## src/source/soccer_pkg.sv

```systemverilog
/*
 * Shared types and constants for the soccer video overlay.
 * Holds the pixel type, the scene colours, the pitch and scoreboard
 * geometry, the match timing and the match state encoding.
 * Modules refer to these by scoped names.
 */

package soccer_pkg;

    // ======================================================================
    // pixel and state types
    // ======================================================================

    // red in [23:16], green in [15:8], blue in [7:0]
    typedef logic [23:0] rgb_t;

    typedef enum logic [1:0] {
        MATCH_KICKOFF = 2'd0,
        MATCH_PLAY    = 2'd1,
        MATCH_GOAL    = 2'd2
    } match_state_t;

    // width of every raster and ball coordinate
    localparam int COORD_W = 12;

    // ======================================================================
    // colours
    // ======================================================================
    localparam rgb_t SKY_BG     = 24'h070A12;
    localparam rgb_t GRASS_A    = 24'h0A5C1F;
    localparam rgb_t GRASS_B    = 24'h0D6A26;
    localparam rgb_t LINE_WHITE = 24'hF5F7FF;
    localparam rgb_t BALL_WHITE = 24'hF7F7F7;
    localparam rgb_t SCORE_BG   = 24'h0E1016;
    localparam rgb_t SCORE_FG   = 24'hECEFF4;

    // ======================================================================
    // geometry
    // ======================================================================
    localparam int PITCH_MARGIN = 16;
    localparam int BALL_R       = 4;
    // goal mouth spans centre line +/- this many lines
    localparam int GOAL_HALF    = 12;
    // grass stripe width is 2**STRIPE_SHIFT columns
    localparam int STRIPE_SHIFT = 3;
    localparam int DIGIT_SCALE  = 2;
    localparam int SB_LEFT      = 8;
    localparam int SB_GAP       = 3;

    // match timing, in frames
    localparam int SERVE_SPEED    = 2;
    localparam int KICKOFF_FRAMES = 4;
    localparam int GOAL_FRAMES    = 8;

endpackage

```

## src/source/raster_if.sv

```systemverilog
/*
 * Decoded raster position, from the timing recovery to the match
 * logic and the renderer. x and y name the pixel on the video input
 * in the same cycle; frame_tick marks pixel (0,0).
 */

`timescale 1ns/1ps

interface raster_if;

    logic                           de;
    logic [soccer_pkg::COORD_W-1:0] x;
    logic [soccer_pkg::COORD_W-1:0] y;
    logic                           frame_tick;

    // timing recovery side
    modport source (
        output de,
        output x,
        output y,
        output frame_tick
    );

    // consumers of the position
    modport sink (
        input de,
        input x,
        input y,
        input frame_tick
    );

endinterface

```

## src/source/match_if.sv

```systemverilog
/*
 * Match state seen by the renderer: ball centre and both scores.
 * Driven by the match logic, updated once per frame.
 * Scores are plain binary, 0 to 9.
 */

`timescale 1ns/1ps

interface match_if;

    logic [soccer_pkg::COORD_W-1:0] ball_x;
    logic [soccer_pkg::COORD_W-1:0] ball_y;
    logic [3:0]                     score_a;
    logic [3:0]                     score_b;

    // match logic side
    modport game (
        output ball_x,
        output ball_y,
        output score_a,
        output score_b
    );

    // renderer side
    modport view (
        input ball_x,
        input ball_y,
        input score_a,
        input score_b
    );

endinterface

```

## src/source/raster_timing.sv

```systemverilog
/*
 * Raster recovery from data-enable alone. Column restarts on each DE
 * rise, line advances per active line, and frame_tick is raised on the
 * first rise of a new frame. Position is combinational, so it lines up
 * with the pixel on the input in the same cycle.
 */

`timescale 1ns/1ps

module raster_timing #(
    parameter int H_ACTIVE = 1920,
    parameter int V_ACTIVE = 1080
) (
    input  logic     clk_i,
    input  logic     rst_i,
    input  logic     cen_i,
    input  logic     de_i,
    raster_if.source raster
);

    localparam int CW = soccer_pkg::COORD_W;
    localparam logic [CW-1:0] X_LAST = CW'(H_ACTIVE - 1);
    localparam logic [CW-1:0] Y_LAST = CW'(V_ACTIVE - 1);

    logic          de_q;
    logic          seen_line_q;
    logic          wrap_q;
    logic [CW-1:0] h_cnt_q;
    logic [CW-1:0] v_cnt_q;

    logic          de_rise;
    logic          de_fall;
    logic          new_frame;
    logic [CW-1:0] x_now;
    logic [CW-1:0] y_now;

    assign de_rise   = de_i & ~de_q;
    assign de_fall   = ~de_i & de_q;
    // first line after reset, or first line after the last one
    assign new_frame = de_rise & (~seen_line_q | wrap_q);

    // counters hold the last presented pixel, step from there
    always_comb begin
        x_now = h_cnt_q;
        y_now = v_cnt_q;
        if (de_rise) begin
            x_now = '0;
            if (new_frame) begin
                y_now = '0;
            end else if (v_cnt_q != Y_LAST) begin
                y_now = v_cnt_q + 1'b1;
            end
        end else if (h_cnt_q != X_LAST) begin
            x_now = h_cnt_q + 1'b1;
        end
    end

    always_ff @(posedge clk_i) begin
        if (rst_i) begin
            de_q        <= 1'b0;
            seen_line_q <= 1'b0;
            wrap_q      <= 1'b0;
            h_cnt_q     <= '0;
            v_cnt_q     <= '0;
        end else if (cen_i) begin
            de_q <= de_i;
            if (de_i) begin
                h_cnt_q <= x_now;
            end
            if (de_rise) begin
                v_cnt_q     <= y_now;
                seen_line_q <= 1'b1;
                wrap_q      <= 1'b0;
            end else if (de_fall && seen_line_q && (v_cnt_q == Y_LAST)) begin
                // last active line done, next rise opens a frame
                wrap_q <= 1'b1;
            end
        end
    end

    assign raster.de         = de_i;
    assign raster.x          = x_now;
    assign raster.y          = y_now;
    assign raster.frame_tick = new_frame;

endmodule

```

## src/source/ball_match.sv

```systemverilog
/*
 * Match logic, stepped once per frame_tick. Kickoff pause, then the
 * ball is served from the centre spot along the halfway row and
 * travels until it reaches a goal mouth. Each goal scores, pauses,
 * recentres the ball and flips the next serve. Scores stop at 9.
 */

`timescale 1ns/1ps

module ball_match #(
    parameter int H_ACTIVE = 1920,
    parameter int V_ACTIVE = 1080
) (
    input  logic   clk_i,
    input  logic   rst_i,
    input  logic   cen_i,
    raster_if.sink raster,
    match_if.game  game
);

    localparam int CW      = soccer_pkg::COORD_W;
    localparam int PITCH_L = soccer_pkg::PITCH_MARGIN;
    localparam int PITCH_R = H_ACTIVE - soccer_pkg::PITCH_MARGIN - 1;

    localparam logic [CW-1:0] CENTRE_X = CW'(H_ACTIVE / 2);
    localparam logic [CW-1:0] CENTRE_Y = CW'(V_ACTIVE / 2);
    // ball centre positions where its edge meets the end lines
    localparam logic [CW-1:0] STOP_L   = CW'(PITCH_L + soccer_pkg::BALL_R);
    localparam logic [CW-1:0] STOP_R   = CW'(PITCH_R - soccer_pkg::BALL_R);
    localparam logic [CW-1:0] STEP     = CW'(soccer_pkg::SERVE_SPEED);
    localparam logic [3:0]    KICK_END = 4'(soccer_pkg::KICKOFF_FRAMES - 1);
    localparam logic [3:0]    GOAL_END = 4'(soccer_pkg::GOAL_FRAMES - 1);

    soccer_pkg::match_state_t state_q;
    logic [3:0]    pause_q;
    logic          serve_right_q;
    logic [CW-1:0] ball_x_q;
    logic [3:0]    score_a_q;
    logic [3:0]    score_b_q;

    logic [CW-1:0] next_x;
    logic          at_right;
    logic          at_left;

    assign next_x   = serve_right_q ? ball_x_q + STEP : ball_x_q - STEP;
    assign at_right = serve_right_q && (next_x >= STOP_R);
    assign at_left  = !serve_right_q && (next_x <= STOP_L);

    always_ff @(posedge clk_i) begin
        if (rst_i) begin
            state_q       <= soccer_pkg::MATCH_KICKOFF;
            pause_q       <= '0;
            serve_right_q <= 1'b1;
            ball_x_q      <= CENTRE_X;
            score_a_q     <= '0;
            score_b_q     <= '0;
        end else if (cen_i && raster.frame_tick) begin
            case (state_q)
                soccer_pkg::MATCH_KICKOFF: begin
                    if (pause_q == KICK_END) begin
                        // serve leaves the spot on the last pause frame
                        pause_q  <= '0;
                        ball_x_q <= next_x;
                        state_q  <= soccer_pkg::MATCH_PLAY;
                    end else begin
                        pause_q <= pause_q + 1'b1;
                    end
                end
                soccer_pkg::MATCH_PLAY: begin
                    ball_x_q <= next_x;
                    // the centre row always lies inside the goal mouth
                    if (at_right || at_left) begin
                        if (at_right && (score_a_q != 4'd9)) begin
                            score_a_q <= score_a_q + 1'b1;
                        end
                        if (at_left && (score_b_q != 4'd9)) begin
                            score_b_q <= score_b_q + 1'b1;
                        end
                        serve_right_q <= ~serve_right_q;
                        state_q       <= soccer_pkg::MATCH_GOAL;
                    end
                end
                soccer_pkg::MATCH_GOAL: begin
                    if (pause_q == GOAL_END) begin
                        pause_q  <= '0;
                        ball_x_q <= CENTRE_X;
                        state_q  <= soccer_pkg::MATCH_KICKOFF;
                    end else begin
                        pause_q <= pause_q + 1'b1;
                    end
                end
                default: begin
                    state_q <= soccer_pkg::MATCH_KICKOFF;
                end
            endcase
        end
    end

    assign game.ball_x  = ball_x_q;
    // no vertical motion, the ball rides the centre row
    assign game.ball_y  = CENTRE_Y;
    assign game.score_a = score_a_q;
    assign game.score_b = score_b_q;

endmodule

```

## src/source/pitch_render.sv

```systemverilog
/*
 * Scene compositor and output stage. Builds the overlay colour for the
 * current raster position: sky, striped pitch with lines, ball, and a
 * scoreboard with two scaled 3x5 digits. The output register passes
 * the input through when the overlay is off or outside data-enable.
 */

`timescale 1ns/1ps

module pitch_render #(
    parameter int H_ACTIVE = 1920,
    parameter int V_ACTIVE = 1080
) (
    input  logic             clk_i,
    input  logic             rst_i,
    input  logic             cen_i,
    input  logic             vid_sel_i,
    input  soccer_pkg::rgb_t vid_rgb_i,
    input  logic [2:0]       dvh_sync_i,
    raster_if.sink           raster,
    match_if.view            view,
    output soccer_pkg::rgb_t vid_rgb_o,
    output logic [2:0]       dvh_sync_o
);

    // ======================================================================
    // geometry
    // ======================================================================
    localparam int S       = soccer_pkg::DIGIT_SCALE;
    localparam int PITCH_L = soccer_pkg::PITCH_MARGIN;
    localparam int PITCH_R = H_ACTIVE - soccer_pkg::PITCH_MARGIN - 1;
    localparam int PITCH_T = soccer_pkg::PITCH_MARGIN;
    localparam int PITCH_B = V_ACTIVE - soccer_pkg::PITCH_MARGIN - 1;
    localparam int HALF_X  = H_ACTIVE / 2;
    localparam int BALL_R2 = soccer_pkg::BALL_R * soccer_pkg::BALL_R;

    // scoreboard box, right and bottom bounds exclusive
    localparam int SB_TOP   = PITCH_B + 1 + soccer_pkg::SB_GAP;
    localparam int SB_BOT   = SB_TOP + 5 * S + 2;
    localparam int SB_RIGHT = soccer_pkg::SB_LEFT + 26;
    localparam int DIG_Y    = SB_TOP + 1;
    localparam int DIG_A_X  = soccer_pkg::SB_LEFT + 4;
    localparam int DIG_B_X  = soccer_pkg::SB_LEFT + 16;

    // ======================================================================
    // digit glyphs
    // ======================================================================

    // five rows of three bits, top row in the high bits
    function automatic logic [14:0] glyph(input logic [3:0] d);
        case (d)
            4'd0:    glyph = 15'b111_101_101_101_111;
            4'd1:    glyph = 15'b010_110_010_010_111;
            4'd2:    glyph = 15'b111_001_111_100_111;
            4'd3:    glyph = 15'b111_001_111_001_111;
            4'd4:    glyph = 15'b101_101_111_001_001;
            4'd5:    glyph = 15'b111_100_111_001_111;
            4'd6:    glyph = 15'b111_100_111_101_111;
            4'd7:    glyph = 15'b111_001_001_001_001;
            4'd8:    glyph = 15'b111_101_111_101_111;
            4'd9:    glyph = 15'b111_101_111_001_111;
            default: glyph = 15'b000_000_000_000_000;
        endcase
    endfunction

    function automatic logic digit_on(input int px, input int py, input int x0,
                                      input int y0, input logic [3:0] d);
        logic [14:0] bits;
        int          col;
        int          row;
        bits     = glyph(d);
        digit_on = 1'b0;
        if ((px >= x0) && (px < x0 + 3 * S) && (py >= y0) && (py < y0 + 5 * S)) begin
            col      = (px - x0) / S;
            row      = (py - y0) / S;
            digit_on = bits[(4 - row) * 3 + (2 - col)];
        end
    endfunction

    // ======================================================================
    // scene colour, lowest priority first
    // ======================================================================
    int               px;
    int               py;
    int               dx;
    int               dy;
    logic             in_pitch;
    logic             on_line;
    logic             in_board;
    soccer_pkg::rgb_t scene;

    always_comb begin
        px = int'(raster.x);
        py = int'(raster.y);
        dx = px - int'(view.ball_x);
        dy = py - int'(view.ball_y);

        in_pitch = (px >= PITCH_L) && (px <= PITCH_R) && (py >= PITCH_T) && (py <= PITCH_B);
        // two-pixel outline plus the two halfway columns
        on_line  = (px <= PITCH_L + 1) || (px >= PITCH_R - 1) ||
                   (py <= PITCH_T + 1) || (py >= PITCH_B - 1) ||
                   (px == HALF_X - 1) || (px == HALF_X);
        in_board = (px >= soccer_pkg::SB_LEFT) && (px < SB_RIGHT) &&
                   (py >= SB_TOP) && (py < SB_BOT);

        scene = soccer_pkg::SKY_BG;
        if (in_pitch) begin
            scene = raster.x[soccer_pkg::STRIPE_SHIFT] ? soccer_pkg::GRASS_B
                                                       : soccer_pkg::GRASS_A;
            if (on_line) begin
                scene = soccer_pkg::LINE_WHITE;
            end
        end
        if (dx * dx + dy * dy <= BALL_R2) begin
            scene = soccer_pkg::BALL_WHITE;
        end
        if (in_board) begin
            scene = soccer_pkg::SCORE_BG;
            if (digit_on(px, py, DIG_A_X, DIG_Y, view.score_a) ||
                digit_on(px, py, DIG_B_X, DIG_Y, view.score_b)) begin
                scene = soccer_pkg::SCORE_FG;
            end
        end
    end

    // ======================================================================
    // output stage, one enabled cycle
    // ======================================================================
    always_ff @(posedge clk_i) begin
        if (rst_i) begin
            vid_rgb_o  <= soccer_pkg::SKY_BG;
            dvh_sync_o <= 3'b000;
        end else if (cen_i) begin
            vid_rgb_o  <= (vid_sel_i && raster.de) ? scene : vid_rgb_i;
            dvh_sync_o <= dvh_sync_i;
        end
    end

endmodule

```

## src/source/soccer_overlay.sv

```systemverilog
/*
 * Top level of the soccer overlay. Plain video ports in and out with
 * one enabled cycle of latency. vid_sel_i picks the rendered match
 * over the live input. dvh_sync_i is {de, vsync, hsync}.
 */

`timescale 1ns/1ps

module soccer_overlay #(
    parameter int H_ACTIVE = 1920,
    parameter int V_ACTIVE = 1080
) (
    input  logic             clk_i,
    input  logic             rst_i,
    input  logic             cen_i,
    input  logic             vid_sel_i,
    input  soccer_pkg::rgb_t vid_rgb_i,
    // {vblank, hblank}, raster comes from DE edges instead
    input  logic [1:0]       vh_blank_i,
    input  logic [2:0]       dvh_sync_i,
    output logic [2:0]       dvh_sync_o,
    output soccer_pkg::rgb_t vid_rgb_o
);

    raster_if u_raster ();
    match_if  u_match ();

    raster_timing #(
        .H_ACTIVE (H_ACTIVE),
        .V_ACTIVE (V_ACTIVE)
    ) u_raster_timing (
        .clk_i  (clk_i),
        .rst_i  (rst_i),
        .cen_i  (cen_i),
        .de_i   (dvh_sync_i[2]),
        .raster (u_raster)
    );

    ball_match #(
        .H_ACTIVE (H_ACTIVE),
        .V_ACTIVE (V_ACTIVE)
    ) u_ball_match (
        .clk_i  (clk_i),
        .rst_i  (rst_i),
        .cen_i  (cen_i),
        .raster (u_raster),
        .game   (u_match)
    );

    pitch_render #(
        .H_ACTIVE (H_ACTIVE),
        .V_ACTIVE (V_ACTIVE)
    ) u_pitch_render (
        .clk_i      (clk_i),
        .rst_i      (rst_i),
        .cen_i      (cen_i),
        .vid_sel_i  (vid_sel_i),
        .vid_rgb_i  (vid_rgb_i),
        .dvh_sync_i (dvh_sync_i),
        .raster     (u_raster),
        .view       (u_match),
        .vid_rgb_o  (vid_rgb_o),
        .dvh_sync_o (dvh_sync_o)
    );

endmodule

```

## config.mk

```make
export PLATFORM = sky130hd
export DESIGN_NAME = soccer_overlay
export DESIGN_NICKNAME = d
export VERILOG_FILES = /design/src/source/soccer_pkg.sv /design/src/source/raster_if.sv /design/src/source/match_if.sv /design/src/source/raster_timing.sv /design/src/source/ball_match.sv /design/src/source/pitch_render.sv /design/src/source/soccer_overlay.sv
export SDC_FILE = /design/constraint.sdc
export NUM_CORES = 1
export LEC_CHECK = 0
export BUFFER_PORTS_ARGS = -buffer_cell sky130_fd_sc_hd__buf_2
export CAP_MARGIN = 0
export CORE_ASPECT_RATIO = 1.5
export CORE_UTILIZATION = 49
export DETAILED_ROUTE_END_ITERATION = 7
export PLACE_DENSITY = 0.65
export SLEW_MARGIN = 10
export SYNTH_ARGS = -nofsm -noshare
export SYNTH_HDL_FRONTEND = slang
export SYNTH_SLANG_ARGS = --single-unit
export TNS_END_PERCENT = 50
```

## constraint.sdc

```tcl
create_clock -name clk_i -period 18.8 [get_ports clk_i]
set_input_delay 0.94 -clock clk_i [delete_from_list [all_inputs] [get_ports clk_i]]
set_output_delay 0.94 -clock clk_i [all_outputs]
set_load 0.02 [all_outputs]
```

==> results of run 1 <==
per-layer routing:
layer / wire, um / global-route usage / up-vias
met4: 3150 / 0.146 / 0
met2: 28100 / 0.492 / 457
li1: - / - / 7673
met3: 1620 / 0.0180 / 160
met1: 20300 / 0.285 / 8182
met5: 0 / 0 / -
layout make-up:
class | count | area share
flip-flops and latches | 101 | 0.0930
multi-input cells | 1663 | 0.746
clock inverters | 7 | 0.00420
well taps | 558 | 0.0321
inverters | 533 | 0.0920
repair buffers | 82 | 0.0218
clock buffers | 9 | 0.0104
synthesized netlist by cell type (all sizes together) (7+ instances only):
library cell  count
a211o             9
a211oi           24
a21boi            9
a21o             19
a21oi            93
a22oi            12
a31oi            30
and2             14
and3             17
and3b             7
buf              21
clkbuf           57
dfxtp           101
fa              375
ha              172
inv             527
mux2              7
mux2i            10
nand2           192
nand2b           13
nand3            38
nand4            17
nor2            201
nor2b            17
nor3             47
nor3b            12
nor4             10
o211ai            7
o21a              9
o21ai            76
o22ai             9
o31ai             7
or2              10
or3              26
xnor2            33
xor2             17
through the flow:
| stage | hold slack [ns] | setup slack, ns | instances | instance area [um^2] | utilization |
|---|---|---|---|---|---|
| 2_1_floorplan | 0.461 | 7.69 | 2375 | 20600 | - |
| 3_3_place_gp | 0.449 | 5.18 | 2937 | 21400 | 0.520 |
| 3_5_place_dp | 0.452 | 5.10 | 2937 | 21400 | 0.520 |
| 4_1_cts | 0.475 | 5.11 | 2953 | 21700 | 0.527 |
| 5_1_grt | 0.494 | 4.08 | 2953 | 21700 | 0.527 |
| 6_report | 0.471 | 5.05 | 2953 | 21700 | 0.527 |
worst reg2reg max path: cells and delay by family, from the launching register on:
kind,cells,cell delay (ns)
simple gates,7,2.38
flops,1,0.48
compound gates,13,3.83
fa+ha+maj,10,5.35
mux,1,0.46
buf+inv,7,1.15
cells by family after synthesis:
family,count (synthesis)
fa+ha+maj,547
xor+xnor,52
flops,101
compound gates,386
buf+inv,611
mux,22
other cells,1
simple gates,655
final timing paths:
check | slack [ns] | end
setup / recovery | 5.05 | u_pitch_render.vid_rgb_o[13]
hold / removal | 0.47 | u_pitch_render.vid_rgb_o[18]
setup reg to reg | 5.05 | u_pitch_render.vid_rgb_o[13]
hold reg to reg | 0.47 | u_pitch_render.vid_rgb_o[18]
==> run_results.csv, run 1 <==
group,metric,value,unit
synth,synthMuxAreaShare,0.0142,
floorplan,die_h,253,um
global_route,grt_pass1_vias,17600,
layout,fill_cells,3930,
placement,hpwl,45400,um
clock_network,post_cts_resized,0,
clock_network,cts_hold_buf,0,
worst_setup_path,path_delay_family,"adder cells",
floorplan,die_area,42800,um^2
synth,synth_xor_area_frac,0.0235,
floorplan,fp.dieW,169,um
floorplan,start_util,0.499,
synth,yosys_warnings,0,
worst_setup_path,path_depth,38,
clock_network,clk_path_buf_depth,2,
routing,initialDrtViolationCount,966,
hold_path,hold_class,"reg2reg",
timing,min_period,13.75,ns
synth,netlist_area,20600,um^2
hold_path,min_from,"u_pitch_render.vid_rgb_o[18]",
worst_setup_path,cp.required,19.09,ns
synth,synthCells,2375,
timing,hold_viol_final,0,
synth,synth_area_leaders,"fa_1, ha_1, dfxtp_1, inv_1, nor2_1",
synth,synth_fa_ha_area_frac,0.470,
layout,final_common_cell,"inv_1",
synth,synth_compound_area_frac,0.126,
timing,finalSetupTns,0,ns
global_route,grt_max_degree,56,
global_route,grt_usage,0.260,
synth,synth_edf_count,0,
synth,yosys.cell_types.count,98,
floorplan,io_pins,60,
layout,nets,2970,
worst_setup_path,cp-start-kind,"flop",
placement,routabilityCongestion,0.932,
worst_setup_path,r2r_cells,38,
clock_network,clk_pin_slew,0.08,ns
worst_setup_path,critical-path-max-stage-delay,0.86,ns
worst_setup_path,startpoint,"u_raster_timing.h_cnt_q[0]",
worst_setup_path,path_class,"reg2reg",
routing,vias_per_cell,5.58,
clock_network,cts.sinks,101,
synth,synth_top_family_by_area,"adder cells",
timing,finClkSkew,0.0162,ns
clock_network,cts_tree,"done",
timing,fmax,0.0727,GHz
synth,ys_ff_latch,101,
synth,synth_top_area_cell,"fa_1",
worst_setup_path,path_max_fanout,16,
layout,layout_common_cells,"inv_1, fa_1, nor2_1",
placement,port-buffer-count,57,
synth,avgSynthCellArea,8.66,um^2
global_route,grt_pass1_wl,87300,um
worst_setup_path,r2r-start,"u_raster_timing.h_cnt_q[0]",
timing,setup_violations,0,
layout,areaGrowthSynthToFinish,5.66,%
hold_path,whs_path_depth,1,
floorplan,rows,91,
synth,yosysTopAreaCellShare,0.365,
status,status,"finished clean",
clock_network,cts_setup_buffers,0,
clock_network,h-tree-depth,3,
synth,synthSimpleGateAreaFrac,0.155,
synth,synth_seq_area_share,0.0983,
synth,syn_nets,2955,
timing,rsz0062_at_grt,"no",
global_route,overflow,0,
worst_setup_path,critPathCaptureType,"flop",
layout,diodes,0,
layout,regArea,2020,um^2
routing,drt-total-wl,53200,um
synth,ys.flop_type,"dfxtp_1",
routing,num_vias,16500,
floorplan,core,41200,um^2
timing,slew_violations,0,
worst_setup_path,crit_buf_inv,7,
routing,postRouteAntennaNets,0,
clock_network,cts_buffers,9,
routing,drc,0,
synth,async_flop_share,0,
routing,dr.pass1.iters,5,
timing,tightest_slew,0.966,ns
layout,multi_input_area,16200,um^2
timing,fin_crit_sh,0.731,
layout,final_layout_size_suffix_gt1_frac,0.0593,
worst_setup_path,slowest_stage,"fa_1",
flow_run,cap_violations,0,
timing,slew_headroom,0.346,
global_route,antenna_found_initial,0,
clock_network,root_buffer,"clkbuf_16",
worst_setup_path,arrival,14.04,ns
clock_network,clk_latency,0.37,ns
worst_setup_path,worst_path_most_repeated_cell,"fa_1",
routing,wl_per_cell,18.0,um
Power of run 1 is left out: the tool's default activity adds up to more than one toggle a clock period on the data nets, which glitch-free logic cannot reach.
==> inputs of run 2 (changes only) <==
--- a/config.mk
+++ b/config.mk
@@ -5,6 +5,7 @@
 export SDC_FILE = /design/constraint.sdc
 export NUM_CORES = 1
 export LEC_CHECK = 0
+export ABC_AREA = 1
 export BUFFER_PORTS_ARGS = -buffer_cell sky130_fd_sc_hd__buf_2
 export CAP_MARGIN = 0
 export CORE_ASPECT_RATIO = 1.5
==> constraint.sdc (replaced) <==
create_clock -name clk_i -period 13.3 [get_ports clk_i]
set_input_delay 0.665 -clock clk_i [delete_from_list [all_inputs] [get_ports clk_i]]
set_output_delay 0.665 -clock clk_i [all_outputs]
set_load 0.02 [all_outputs]
==> run_results.csv, run 2 <==
group,metric,value,unit
floorplan,fp.dieW,173,um
synth,synth_edf_count,0,
timing,rsz0062_at_grt,"no",
layout,layout_common_cells,"inv_1, nand2_1, fa_1",
worst_setup_path,crit_buf_inv,8,
synth,yosys.cell_types.count,56,
routing,initialDrtViolationCount,849,
layout,final_common_cell,"inv_1",
hold_path,hold_class,"reg2reg",
timing,finalSetupTns,0,ns
timing,fmax,0.0851,GHz
worst_setup_path,slowest_stage,"fa_1",
floorplan,die_area,44900,um^2
routing,dr.pass1.iters,5,
worst_setup_path,path_class,"reg2reg",
synth,async_flop_share,0,
clock_network,cts_setup_buffers,0,
routing,vias_per_cell,5.13,
synth,synth.top_cells.by_count,"inv_1, nand2_1, fa_1",
floorplan,die_h,259,um
floorplan,rows,93,
worst_setup_path,cp.required,13.59,ns
synth,avgSynthCellArea,7.46,um^2
synth,synth_top_area_cell,"fa_1",
layout,nets,3506,
hold_path,min_to,"u_raster_timing.wrap_q",
layout,areaGrowthSynthToFinish,5.52,%
timing,fin_crit_sh,0.883,
layout,regArea,2020,um^2
worst_setup_path,cp-start-kind,"flop",
placement,port-buffer-count,57,
hold_path,min_from,"u_raster_timing.wrap_q",
layout,final_layout_size_suffix_gt1_frac,0.0720,
placement,routabilityCongestion,0.947,
synth,yosys.cell_count.top_type,"inv_1",
global_route,grt_max_degree,37,
floorplan,io_pins,60,
synth,synthCells,2892,
routing,postRouteAntennaNets,0,
synth,yosys_warnings,0,
worst_setup_path,r2r-start,"u_raster_timing.h_cnt_q[0]",
timing,tightest_slew,1.04,ns
global_route,overflow,0,
worst_setup_path,critical-path-max-stage-delay,0.87,ns
timing,finClkSkew,0.0101,ns
clock_network,post_cts_resized,0,
clock_network,clk_pin_slew,0.08,ns
synth,ys_ff_latch,101,
layout,fill_cells,4277,
worst_setup_path,arrival,12.04,ns
synth,netlist_area,21600,um^2
clock_network,cts_hold_buf,0,
worst_setup_path,critPathCaptureType,"flop",
global_route,grt_pass1_vias,19500,
timing,slew_violations,0,
worst_setup_path,r2r_cells,53,
synth,yosysTopAreaCellShare,0.348,
timing,hold_viol_final,0,
clock_network,cts.sinks,101,
routing,wl_per_cell,16.5,um
timing,setup_violations,0,
clock_network,h-tree-depth,3,
floorplan,core,43200,um^2
global_route,grt_pass1_wl,95100,um
hold_path,whs_path_depth,2,
synth,syn_nets,3472,
flow_run,cap_violations,0,
synth,synth_area_leaders,"fa_1, inv_1, nand2_1, ha_1, dfxtp_1",
placement,hpwl,49700,um
global_route,grt_usage,0.268,
clock_network,clk_latency,0.36,ns
routing,num_vias,18000,
layout,multi_input_area,16600,um^2
floorplan,start_util,0.500,
worst_setup_path,r2r-end,"u_pitch_render.vid_rgb_o[0]",
worst_setup_path,path_max_fanout,16,
worst_setup_path,worst_path_most_repeated_cell,"nand2_1",
worst_setup_path,rrSetupSlack,1.55,ns
routing,drt-total-wl,57800,um
layout,diodes,0,
clock_network,cts_buffers,9,
timing,slew_headroom,0.302,
clock_network,root_buffer,"clkbuf_16",
clock_network,clk_path_buf_depth,2,
worst_setup_path,path_delay_family,"adder cells",
status,status,"finished clean",
synth,synth_seq_area_share,0.0937,
routing,drc,0,
clock_network,cts_tree,"done",
synth,ys.flop_type,"dfxtp_1",
global_route,antenna_found_initial,0,
timing,min_period,11.75,ns
==> run 2: cell count changes in the layout (fill, tap and decap cells not counted), sizes merged, moves of 19 or more <==
| cell | change |
|---|---|
| nand2 | +458 |
| nand4 | +23 |
| or3 | -26 |
| nor3 | -29 |
| a31oi | -26 |
| xnor2 | -19 |
| nand3 | +102 |
| a211oi | -24 |
| nor2 | +114 |
| inv | +213 |
==> run 2: layout make-up <==
class / count / share of cell area
well taps: 570 / 0.0313
clock buffers: 11 / 0.0107
flip-flops and latches: 101 / 0.0888
clock inverters: 5 / 0.00412
multi-input cells: 2002 / 0.727
inverters: 747 / 0.123
repair buffers: 65 / 0.0152
==> run 2: worst max-delay path by stage <==
stage,startpoint,to,slack (ns),depth (start not counted)
finish,u_raster_timing.h_cnt_q[0],u_pitch_render.vid_rgb_o[0],1.55,53
global route,u_raster_timing.h_cnt_q[0],u_pitch_render.vid_rgb_o[10],0.52,53
CTS,u_raster_timing.h_cnt_q[0],u_pitch_render.vid_rgb_o[0],1.46,53
detailed placement,dvh_sync_i[2],u_pitch_render.vid_rgb_o[0],1.29,50
global placement,dvh_sync_i[2],u_pitch_render.vid_rgb_o[9],1.44,50
floorplan,u_raster_timing.h_cnt_q[0],u_pitch_render.vid_rgb_o[15],3.57,54
==> run 2: stage by stage <==
step	area, um^2	instances	util	hold WS, ns	setup slack [ns]
finish	22800	3501	0.528	0.466	1.55
global route	22800	3501	0.528	0.475	0.515
CTS	22800	3501	0.528	0.467	1.46
detailed placement	22400	3485	0.520	0.455	1.29
global placement	22400	3485	0.520	0.442	1.44
floorplan	21600	2892	-	0.435	3.57
==> run 2: per-layer routing <==
layer	track usage	up-vias	share of wire
met3	0.0220	151	0.033
li1	-	8680	-
met5	0	-	0
met1	0.267	8682	0.35
met2	0.530	448	0.56
met4	0.165	0	0.065
==> run 2: worst register-to-register path, delay by kind of cell (launching register included) <==
family	cells	cell delay [ns]
buffers and inverters	8	1.11
AO/OA/AOI/OAI	6	0.93
flip-flops	1	0.48
AND/OR/NAND/NOR	29	4.08
adder cells (fa/ha/maj)	10	5.10
==> run 2: cell families (layout without fill, tap and decap cells) <==
kind of cell             Yosys count  in the layout  share of synthesized area
AND/OR/NAND/NOR                 1199           1199                      0.246
buffers and inverters            789            828                      0.139
other                              1              1                   0.000174
adder cells (fa/ha/maj)          547            547                      0.448
AO/OA/AOI/OAI                    219            219                     0.0579
XOR/XNOR                          36             36                     0.0153
flip-flops                       101            101                     0.0937
Power of run 2 is left out for the same reason.
